## src/logic/fc_pkg.sv

```systemverilog
/*
  Shared widths and constants for the fully connected row.
  The multiplier core is built for 8x8 signed operands only.
  A run holds at most 2**idx_w classes.
*/
package fc_pkg;

  // Datapath widths
  localparam int data_w = 8;
  localparam int lanes  = 4;
  localparam int word_w = data_w * lanes;
  localparam int prod_w = 2 * data_w;
  localparam int acc_w  = 28;

  // Pipeline depth, counted in register stages
  localparam int mult_stages = 8;
  localparam int mac_latency = mult_stages + 1;

  // Requantization
  localparam int bias_shift = 6;
  localparam int out_max    = 127;

  // Argmax
  localparam int idx_w = 4;
  localparam logic signed [data_w-1:0] max_init = -8'sd128;

endpackage

```

## src/logic/cla_adder.sv

```systemverilog
/*
  Carry-lookahead adder made of 4-bit lookahead blocks.
  width must be a multiple of 4.
  With sub high the result is b - a and carry means b >= a (unsigned).
  Purely combinational.
*/
`timescale 1ns/1ps

module cla_adder #(
  parameter int width = 28
) (
  input  logic [width-1:0] a,
  input  logic [width-1:0] b,
  input  logic             sub,
  output logic [width-1:0] sum,
  output logic             carry
);

  localparam int blocks = width / 4;

  logic [width-1:0]  a_eff;
  logic [width-1:0]  p;
  logic [width-1:0]  g;
  logic [width-1:0]  bit_c;
  logic [blocks:0]   blk_c;

  if (width % 4 != 0) begin : g_bad_width
    $error("cla_adder width %0d is not a multiple of 4", width);
  end

  // Invert a and inject a carry for subtraction
  assign a_eff    = sub ? ~a : a;
  assign p        = a_eff ^ b;
  assign g        = a_eff & b;
  assign blk_c[0] = sub;

  for (genvar i = 0; i < blocks; i++) begin : g_blk
    logic [3:0] bp;
    logic [3:0] bg;
    logic       grp_p;
    logic       grp_g;

    assign bp = p[4*i +: 4];
    assign bg = g[4*i +: 4];

    // Lookahead inside the block
    assign bit_c[4*i]   = blk_c[i];
    assign bit_c[4*i+1] = bg[0] | (bp[0] & blk_c[i]);
    assign bit_c[4*i+2] = bg[1] | (bp[1] & bg[0]) | (bp[1] & bp[0] & blk_c[i]);
    assign bit_c[4*i+3] = bg[2] | (bp[2] & bg[1]) | (bp[2] & bp[1] & bg[0])
                        | (bp[2] & bp[1] & bp[0] & blk_c[i]);

    // Group terms feed the block carry chain
    assign grp_p      = &bp;
    assign grp_g      = bg[3] | (bp[3] & bg[2]) | (bp[3] & bp[2] & bg[1])
                      | (bp[3] & bp[2] & bp[1] & bg[0]);
    assign blk_c[i+1] = grp_g | (grp_p & blk_c[i]);
  end

  assign sum   = p ^ bit_c;
  assign carry = blk_c[blocks];

endmodule

```

## src/logic/mult_pipe.sv

```systemverilog
/*
  Eight-stage signed 8x8 multiplier.
  Works on magnitudes and restores the sign in the last stage.
  Accepts a new operand pair every cycle; only the valid chain is reset.
*/
`timescale 1ns/1ps

module mult_pipe (
  input  logic                      clk,
  input  logic                      rstn,
  input  logic [fc_pkg::data_w-1:0] a,
  input  logic [fc_pkg::data_w-1:0] b,
  input  logic                      in_valid,
  input  logic [1:0]                in_tag,
  output logic [fc_pkg::prod_w-1:0] prod,
  output logic                      out_valid,
  output logic [1:0]                out_tag
);

  import fc_pkg::*;

  logic [7:0]  a_mag;
  logic [7:0]  b_mag;
  logic [7:0]  s1_pp [8];
  logic [5:0]  s2_lo [4];
  logic [2:0]  s2_hi_e [4];
  logic [3:0]  s2_hi_o [4];
  logic [9:0]  s3_sum [4];
  logic [7:0]  s4_lo [2];
  logic [2:0]  s4_hi_e [2];
  logic [4:0]  s4_hi_o [2];
  logic [11:0] s5_sum [2];
  logic [9:0]  s6_lo;
  logic [2:0]  s6_hi_e;
  logic [6:0]  s6_hi_o;
  logic [15:0] s7_mag;

  logic [mult_stages-1:0] vld_sr;
  logic [mult_stages-2:0] sign_sr;
  logic [1:0]             tag_sr [mult_stages];

  always_comb begin
    a_mag = a[7] ? (~a + 8'd1) : a;
    b_mag = b[7] ? (~b + 8'd1) : b;
  end

  //////////////////////////////////////////////////
  // Stages 1 to 3, gated partial products, shift 1
  //////////////////////////////////////////////////
  always_ff @(posedge clk) begin
    for (int i = 0; i < 8; i++) begin
      s1_pp[i] <= b_mag[i] ? a_mag : 8'd0;
    end
    for (int k = 0; k < 4; k++) begin
      s2_lo[k]   <= 6'(s1_pp[2*k][4:0] + {s1_pp[2*k+1][3:0], 1'b0});
      s2_hi_e[k] <= s1_pp[2*k][7:5];
      s2_hi_o[k] <= s1_pp[2*k+1][7:4];
      s3_sum[k]  <= {5'(s2_hi_e[k] + s2_hi_o[k] + s2_lo[k][5]), s2_lo[k][4:0]};
    end
  end

  //////////////////////////////////////////////////
  // Stages 4 and 5, shift 2
  //////////////////////////////////////////////////
  always_ff @(posedge clk) begin
    for (int k = 0; k < 2; k++) begin
      s4_lo[k]   <= 8'(s3_sum[2*k][6:0] + {s3_sum[2*k+1][4:0], 2'b00});
      s4_hi_e[k] <= s3_sum[2*k][9:7];
      s4_hi_o[k] <= s3_sum[2*k+1][9:5];
      s5_sum[k]  <= {5'(s4_hi_e[k] + s4_hi_o[k] + s4_lo[k][7]), s4_lo[k][6:0]};
    end
  end

  //////////////////////////////////////////////////
  // Stages 6 to 8, shift 4 and sign restore
  //////////////////////////////////////////////////
  always_ff @(posedge clk) begin
    s6_lo   <= 10'(s5_sum[0][8:0] + {s5_sum[1][4:0], 4'b0000});
    s6_hi_e <= s5_sum[0][11:9];
    s6_hi_o <= s5_sum[1][11:5];
    s7_mag  <= {7'(s6_hi_e + s6_hi_o + s6_lo[9]), s6_lo[8:0]};
    prod    <= sign_sr[mult_stages-2] ? (~s7_mag + 16'd1) : s7_mag;
  end

  // Sign and tag ride along with the data
  always_ff @(posedge clk) begin
    sign_sr   <= {sign_sr[mult_stages-3:0], a[7] ^ b[7]};
    tag_sr[0] <= in_tag;
    for (int k = 1; k < mult_stages; k++) begin
      tag_sr[k] <= tag_sr[k-1];
    end
  end

  always_ff @(posedge clk) begin
    if (!rstn) begin
      vld_sr <= '0;
    end else begin
      vld_sr <= {vld_sr[mult_stages-2:0], in_valid};
    end
  end

  assign out_valid = vld_sr[mult_stages-1];
  assign out_tag   = tag_sr[mult_stages-1];

endmodule

```

## src/logic/mac_pe.sv

```systemverilog
/*
  One MAC lane: pipelined multiplier and a 28-bit accumulator.
  A product tagged first restarts the sum, others add to it.
  The accumulator holds between groups and has no reset.
*/
`timescale 1ns/1ps

module mac_pe (
  input  logic                      clk,
  input  logic                      rstn,
  input  logic [fc_pkg::data_w-1:0] feat,
  input  logic [fc_pkg::data_w-1:0] weight,
  input  logic                      in_valid,
  input  logic                      in_first,
  input  logic                      in_last,
  output logic [fc_pkg::acc_w-1:0]  acc,
  output logic                      acc_valid,
  output logic                      acc_last
);

  import fc_pkg::*;

  logic [prod_w-1:0] prod;
  logic              prod_valid;
  logic [1:0]        prod_tag;
  logic [acc_w-1:0]  prod_ext;
  logic [acc_w-1:0]  acc_base;
  logic [acc_w-1:0]  acc_next;

  // Tag bit 0 is first, bit 1 is last
  mult_pipe u_mult (
    .clk       (clk),
    .rstn      (rstn),
    .a         (feat),
    .b         (weight),
    .in_valid  (in_valid),
    .in_tag    ({in_last, in_first}),
    .prod      (prod),
    .out_valid (prod_valid),
    .out_tag   (prod_tag)
  );

  assign prod_ext = {{(acc_w-prod_w){prod[prod_w-1]}}, prod};
  assign acc_base = prod_tag[0] ? '0 : acc;

  cla_adder #(.width(acc_w)) u_acc_add (
    .a     (prod_ext),
    .b     (acc_base),
    .sub   (1'b0),
    .sum   (acc_next),
    .carry ()
  );

  always_ff @(posedge clk) begin
    if (prod_valid) begin
      acc <= acc_next;
    end
  end

  always_ff @(posedge clk) begin
    if (!rstn) begin
      acc_valid <= 1'b0;
      acc_last  <= 1'b0;
    end else begin
      acc_valid <= prod_valid;
      acc_last  <= prod_valid & prod_tag[1];
    end
  end

endmodule

```

## src/logic/requant.sv

```systemverilog
/*
  Bias add and clamp of one lane, purely combinational.
  The bias is a signed byte with bias_shift fractional bits.
  Output range is 0..out_max.
*/
`timescale 1ns/1ps

module requant (
  input  logic [fc_pkg::acc_w-1:0]  acc,
  input  logic [fc_pkg::data_w-1:0] bias,
  output logic [fc_pkg::data_w-1:0] q
);

  import fc_pkg::*;

  // Lowest bit that no longer fits in the 7-bit result
  localparam int top_lsb = bias_shift + data_w - 1;

  logic [acc_w-1:0] bias_ext;
  logic [acc_w-1:0] sum;

  assign bias_ext = {{(acc_w-data_w-bias_shift){bias[data_w-1]}}, bias, {bias_shift{1'b0}}};

  cla_adder #(.width(acc_w)) u_bias_add (
    .a     (bias_ext),
    .b     (acc),
    .sub   (1'b0),
    .sum   (sum),
    .carry ()
  );

  always_comb begin
    if (sum[acc_w-1]) begin
      q = '0;
    end else if (|sum[acc_w-2:top_lsb]) begin
      q = data_w'(out_max);
    end else begin
      q = {1'b0, sum[top_lsb-1:bias_shift]};
    end
  end

endmodule

```

## src/logic/argmax_scan.sv

```systemverilog
/*
  Running argmax over the words of one run, one lane per cycle.
  Lane 0 is compared on the arrival cycle, so max_valid follows in 4.
  A tie goes to the later class. start must not hit a busy scan.
*/
`timescale 1ns/1ps

module argmax_scan (
  input  logic                      clk,
  input  logic                      rstn,
  input  logic                      start,
  input  logic [fc_pkg::word_w-1:0] word,
  input  logic                      word_valid,
  output logic [fc_pkg::idx_w-1:0]  max_idx,
  output logic                      max_valid
);

  import fc_pkg::*;

  logic [word_w-1:0]        word_q;
  logic                     busy;
  logic [$clog2(lanes)-1:0] lane_q;
  logic [$clog2(lanes)-1:0] cur_lane;
  logic [idx_w-2:0]         grp_q;
  logic [data_w-1:0]        max_val;
  logic [data_w-1:0]        cur_val;
  logic [idx_w-1:0]         cand_idx;
  logic                     ge;

  assign cur_lane = busy ? lane_q : '0;
  assign cur_val  = busy ? word_q[lane_q*data_w +: data_w] : word[data_w-1:0];
  assign cand_idx = idx_w'(grp_q * lanes + cur_lane);

  // Signed compare as unsigned with flipped sign bits
  cla_adder #(.width(data_w)) u_cmp (
    .a     (max_val ^ {1'b1, {(data_w-1){1'b0}}}),
    .b     (cur_val ^ {1'b1, {(data_w-1){1'b0}}}),
    .sub   (1'b1),
    .sum   (),
    .carry (ge)
  );

  always_ff @(posedge clk) begin
    if (word_valid) begin
      word_q <= word;
    end
  end

  always_ff @(posedge clk) begin
    if (!rstn) begin
      busy      <= 1'b0;
      lane_q    <= '0;
      grp_q     <= '0;
      max_val   <= max_init;
      max_idx   <= '0;
      max_valid <= 1'b0;
    end else begin
      max_valid <= 1'b0;
      if (start) begin
        grp_q   <= '0;
        max_val <= max_init;
        max_idx <= '0;
      end else if (word_valid || busy) begin
        if (ge) begin
          max_val <= cur_val;
          max_idx <= cand_idx;
        end
        if (cur_lane == lanes - 1) begin
          busy      <= 1'b0;
          lane_q    <= '0;
          grp_q     <= grp_q + 1'b1;
          max_valid <= 1'b1;
        end else begin
          busy   <= 1'b1;
          lane_q <= cur_lane + 1'b1;
        end
      end
    end
  end

  // Groups shorter than four products would overrun the scan
  a_no_overlap: assert property (@(posedge clk) disable iff (!rstn)
    word_valid |-> !busy);

  a_grp_range: assert property (@(posedge clk) disable iff (!rstn)
    word_valid |-> grp_q < ((1 << idx_w) / lanes));

endmodule

```

## src/logic/fc_row.sv

```systemverilog
/*
  Compute row of the FC engine: four MAC lanes, requant and argmax.
  No back-pressure; the consumer must take every out_valid.
  out_valid follows the in_last sample by mac_latency + 1 cycles.
  Word lanes are packed with lane 0 in the low byte.
*/
`timescale 1ns/1ps

module fc_row (
  input  logic                      clk,
  input  logic                      rstn,
  input  logic                      start,
  input  logic                      in_valid,
  input  logic                      in_first,
  input  logic                      in_last,
  input  logic [fc_pkg::data_w-1:0] feat_in,
  input  logic [fc_pkg::word_w-1:0] weight_in,
  input  logic [fc_pkg::word_w-1:0] bias_in,
  output logic [fc_pkg::word_w-1:0] out_word,
  output logic                      out_valid,
  output logic [fc_pkg::idx_w-1:0]  max_idx,
  output logic                      max_valid
);

  import fc_pkg::*;

  logic [acc_w-1:0]  acc [lanes];
  logic [lanes-1:0]  acc_last;
  logic [word_w-1:0] bias_sr [mac_latency];
  logic [word_w-1:0] q_word;

  //////////////////////////////////////////////////
  // Lanes
  //////////////////////////////////////////////////
  for (genvar i = 0; i < lanes; i++) begin : g_lane
    mac_pe u_pe (
      .clk       (clk),
      .rstn      (rstn),
      .feat      (feat_in),
      .weight    (weight_in[i*data_w +: data_w]),
      .in_valid  (in_valid),
      .in_first  (in_first),
      .in_last   (in_last),
      .acc       (acc[i]),
      .acc_valid (),
      .acc_last  (acc_last[i])
    );

    requant u_rq (
      .acc  (acc[i]),
      .bias (bias_sr[mac_latency-1][i*data_w +: data_w]),
      .q    (q_word[i*data_w +: data_w])
    );
  end

  // Bias travels beside the MAC pipe and meets acc_last at the tail
  always_ff @(posedge clk) begin
    bias_sr[0] <= bias_in;
    for (int k = 1; k < mac_latency; k++) begin
      bias_sr[k] <= bias_sr[k-1];
    end
  end

  always_ff @(posedge clk) begin
    if (acc_last[0]) begin
      out_word <= q_word;
    end
  end

  always_ff @(posedge clk) begin
    if (!rstn) begin
      out_valid <= 1'b0;
    end else begin
      out_valid <= acc_last[0];
    end
  end

  argmax_scan u_argmax (
    .clk        (clk),
    .rstn       (rstn),
    .start      (start),
    .word       (out_word),
    .word_valid (out_valid),
    .max_idx    (max_idx),
    .max_valid  (max_valid)
  );

  a_latency: assert property (@(posedge clk) disable iff (!rstn)
    in_valid && in_last |-> ##(mac_latency + 1) out_valid);

endmodule

```

## config.mk

```make
export PLATFORM = sky130hd
export DESIGN_NAME = fc_row
export DESIGN_NICKNAME = d
export VERILOG_FILES = /design/src/logic/fc_pkg.sv /design/src/logic/cla_adder.sv /design/src/logic/mult_pipe.sv /design/src/logic/mac_pe.sv /design/src/logic/requant.sv /design/src/logic/argmax_scan.sv /design/src/logic/fc_row.sv
export SDC_FILE = /design/constraint.sdc
export NUM_CORES = 2
export LEC_CHECK = 0
export ABC_AREA = 1
export BUFFER_PORTS_ARGS = -buffer_cell sky130_fd_sc_hd__buf_2
export CAP_MARGIN = 5
export CORE_ASPECT_RATIO = 0.5
export CORE_MARGIN = 3
export CORE_UTILIZATION = 35
export DETAILED_ROUTE_END_ITERATION = 6
export GPL_TIMING_DRIVEN = 0
export PLACE_DENSITY_LB_ADDON = 0.08
export SLEW_MARGIN = 30
export SYNTH_ARGS = -nofsm -noshare
export SYNTH_HDL_FRONTEND = slang
export SYNTH_SLANG_ARGS = --single-unit
```

## constraint.sdc

```tcl
create_clock -name clk -period 3.9 [get_ports clk]
set_input_delay 0 -clock clk [delete_from_list [all_inputs] [get_ports clk]]
set_output_delay 0 -clock clk [all_outputs]
set_load 0.01 [all_outputs]
```

==> impl_metrics.csv <==
group,metric,value,unit
yosys,synth_edf_count,168,
timing,finClkSkew,56.46,ps
grt,antenna_found_initial,13,
power_and_ir_drop,switchingPower,10080,µW
critical_path,path_max_fanout,7,
yosys,yosys_register_bits,1584,
critical_path,reg2reg_to,"out_word[21]",
layout,nets,6110,
yosys,synthSimpleGateAreaFrac,0.1173,
timing,drv_slew,0,
critical_path,worst-setup-path-type,"flop to flop",
power_and_ir_drop,power.share.clock,0.366,
hold_path,hold_path_class,"input pin to flop",
run,cap_violations,0,
route,firstDrtPassIters,5,
cts,worstSkewPairLatency,770,ps
floorplan,rows,102,
status,status,"completed",
route,ant_nets,0,
layout,postLayoutCellArea,65250,µm²
power_and_ir_drop,intPower,29480,µW
power_and_ir_drop,power_density,606.4,nW/µm²
power_and_ir_drop,p_sw_frac,0.2548,
route,avgRoutedWirePerCell,14.03,µm
route,vias_per_cell,4.160,
critical_path,end_kind,"flop",
grt,grt_max_degree,42,
floorplan,core,155600,µm²
grt,grt_pass1_wl,172300,µm
critical_path,cp.required,4390,ps
grt,gr-total-overflow,0,
critical_path,rrSetupSlack,190,ps
yosys,ys_types,42,
power_and_ir_drop,cellLeakagePower,0.03046,µW
layout,n_fill_cell,14750,
cts,cts_tree,"done",
hold_path,hold_depth,4,
place,post-place-ws,-840.3,ps
cts,cts_root_buf,"clkbuf_16",
timing,finalSetupViolCount,0,
critical_path,crit_path_end,"out_word[21]",
critical_path,reg2regPathDepth,23,
yosys,synth_top_family_by_area,"adder cells",
yosys,synth_cells,5076,
layout,drive_gt1_frac,0.1029,
route,vias,32050,
yosys,yosysTopAreaCell,"dfxtp_1",
route,drcViolationCount,0,
timing,fin_crit_sh,0.9517,
timing,setup_tns,0,ps
yosys,synth_adder_area_share,0.1369,
cts,ctsHtreeMaxLevel,4,
place,portBuffers,107,
place,place_congestion,0.8047,
timing,maxSlewHeadroom,0.3180,
yosys,yosys-top-cells-area,"dfxtp_1, edfxtp_1, ha_1",
yosys,yosysTopAreaCellShare,0.5146,
cts,cts_buffer_depth,4,
critical_path,reg2reg_from,"g_lane[2].u_pe.acc[6]",
yosys,yosys-top-cells-count,"dfxtp_1, inv_1, nand2_1",
critical_path,critPathLaunch,"g_lane[2].u_pe.acc[6]",
yosys,synth_mux_area_frac,0,
floorplan,pin_count,116,
yosys,async_flop_share,0,
timing,max_freq,269.4,MHz
layout,area_delta_synth_final,18.44,%
timing,finalHoldViolCount,0,
critical_path,cpPeakStageDelay,560,ps
place,dp_hpwl,78320,µm
floorplan,die_area,162500,µm²
place,place_area,58380,µm²
power_and_ir_drop,power.share.sequential,0.501,
critical_path,crit_arrival,4210,ps
route,routed_wl,108100,µm
yosys,ys_seq_area_frac,0.6062,
yosys,synth-compound-area-share,0.03450,
grt,gr-usage-all-layers,0.1339,
critical_path,crit_chain,"ha_2, inv_2, fa_2, inv_2, nand2_2, nand3_4, nand2_4, nand2_4, nand2_4, nand2_4, nand2_2, nand2_2, inv_2, fa_1, nand3_2, nor4_4, nand4_1, nor2_2, nand3_2, nor2_4, nand3_2, nand2_2, inv_2",
timing,min_period,3712,ps
yosys,yosysWarningCount,0,
timing,layout_setup_ws,188.5,ps
grt,grt_pass1_vias,32330,
critical_path,cp-start-kind,"flop",
floorplan,fp.dieH,286.5,µm
timing,grt_setup_unrepaired,"true",
yosys,synth_area,55090,µm²
critical_path,slowest_stage,"fa_1",
power_and_ir_drop,p_comb_frac,0.133,
cts,clk_pin_slew,70,ps
floorplan,initial_utilization,0.3541,
yosys,synthXorXnorAreaFrac,0.04881,
route,dr.first_iter.drc_count,1368,
power_and_ir_drop,vdd_ir_drop_max,0.0003392,V
timing,worst_pin_slew,1023,ps
cts,cts_sinks,1584,
yosys,post-synth-top-count-cell,"dfxtp_1",
cts,cts_buffers,151,
yosys,avgSynthCellArea,10.85,µm²
yosys,synthFlopType,"dfxtp_1",
floorplan,dieWidth,567.1,µm
timing,hold_slack,132.5,ps
[cell usage in the layout, fill, tap and decap left out, types with 7 or more instances in the layout]
| cell | n |
|---|---|
| o21bai_1 | 26 |
| fa_1 | 128 |
| clkbuf_16 | 159 |
| diode_2 | 8 |
| dfxtp_1 | 1408 |
| buf_4 | 20 |
| nand2_4 | 12 |
| inv_1 | 742 |
| a211oi_1 | 20 |
| nor2_1 | 528 |
| or2_2 | 16 |
| a21oi_2 | 8 |
| a21oi_1 | 174 |
| clkinv_2 | 31 |
| ha_1 | 377 |
| nand3_1 | 157 |
| buf_2 | 111 |
| xnor2_1 | 88 |
| and2_1 | 7 |
| inv_2 | 20 |
| clkbuf_1 | 48 |
| a31oi_1 | 11 |
| o21ai_0 | 87 |
| bufinv_16 | 7 |
| nand2_1 | 562 |
| fa_2 | 8 |
| edfxtp_1 | 168 |
| nand3b_1 | 14 |
| dlygate4sd3_1 | 155 |
| xor2_1 | 218 |
| nand2_2 | 70 |
| nand3_2 | 21 |
| nor3_1 | 39 |
| clkbuf_2 | 13 |
| clkbuf_8 | 23 |
| nand4_1 | 43 |
[registers in the layout, indices dropped and copies added (netlist names), 64 cells and up]
signal	cells
g_lane.u_pe.u_mult.s2_hi_o	64
g_lane.u_pe.acc	112
g_lane.u_pe.u_mult.s4_lo	64
g_lane.u_pe.u_mult.s3_sum	160
g_lane.u_pe.u_mult.s1_pp	256
g_lane.u_pe.u_mult.s5_sum	96
g_lane.u_pe.u_mult.s2_lo	96
bias_sr	288
g_lane.u_pe.u_mult.prod	64
g_lane.u_pe.u_mult.s7_mag	64
[what timing repair did]
item,4_1_cts,5_1_grt
hold buffers,155,0
pin swaps,2,40
buffers inserted,0,13
endpoints found under the hold margin,322,0
resized for setup,12,86
endpoints found under the setup margin,58,33
[power by group through the flow]
stage / Combinational (µW) / Clock, µW / Sequential [µW]
final: 5260 / 14500 / 19800
after global routing: 6160 / 15700 / 20100
after CTS: 5340 / 15000 / 19900
after detailed placement: 5170 / 0 / 20200
after global placement: 5060 / 0 / 20200
after floorplan: 3890 / 0 / 19800
[worst min-delay path by stage]
stage | startpoint | endpoint
floorplan | bias_in[0] | bias_sr[0][0]
global placement | bias_in[11] | bias_sr[0][11]
detailed placement | bias_in[18] | bias_sr[0][18]
CTS | rstn | u_argmax.lane_q[1]
global route | rstn | u_argmax.lane_q[1]
finish | rstn | u_argmax.lane_q[1]
[layout make-up]
type                    instances  area, µm²  share of cell area
plain buffers                  54      250.2            0.003835
repair buffers                280       2300             0.03525
multi-input cells            2674      18910              0.2898
clock inverters                56      504.2            0.007728
inverters                     766       2875             0.04407
flip-flops and latches       1584      33410              0.5120
clock buffers                 204       4378             0.06710
well taps                    2080       2603             0.03989
diodes                          8      20.02           0.0003068
[per-stage QoR]
stage	power (µW)	instances	util
2_1_floorplan	23730	5079	-
3_3_place_gp	25280	7266	0.3743
3_5_place_dp	25410	7271	0.3753
4_1_cts	40220	7685	0.4168
5_1_grt	41900	7702	0.4193
6_report	39560	7706	0.4194
[worst max-delay path, delay by kind of cell (launching register included)]
| kind | cells | cell delay (ps) |
|---|---|---|
| DFF | 1 | 370 |
| and+or+nand+nor | 16 | 1740 |
| buffers and inverters | 4 | 210 |
| adders and majority gates | 3 | 1110 |
[logic make-up after synthesis]
group / count (synthesis)
flip-flops: 1584
AND/OR/NAND/NOR: 1500
buffers and inverters: 821
adder cells (fa/ha/maj): 521
AO/OA/AOI/OAI: 342
XOR/XNOR: 307
other: 1
[metal layers]
layer | track usage | wire length, µm | vias to the layer above
li1 | - | - | 16790
met1 | 0.1943 | 56160 | 14680
met2 | 0.2040 | 45090 | 413
met5 | 0 | 0 | -
met4 | 0.03416 | 2320 | 0
met3 | 0.02555 | 4521 | 176
No activity file was read; power rests on OpenSTA's default activity.
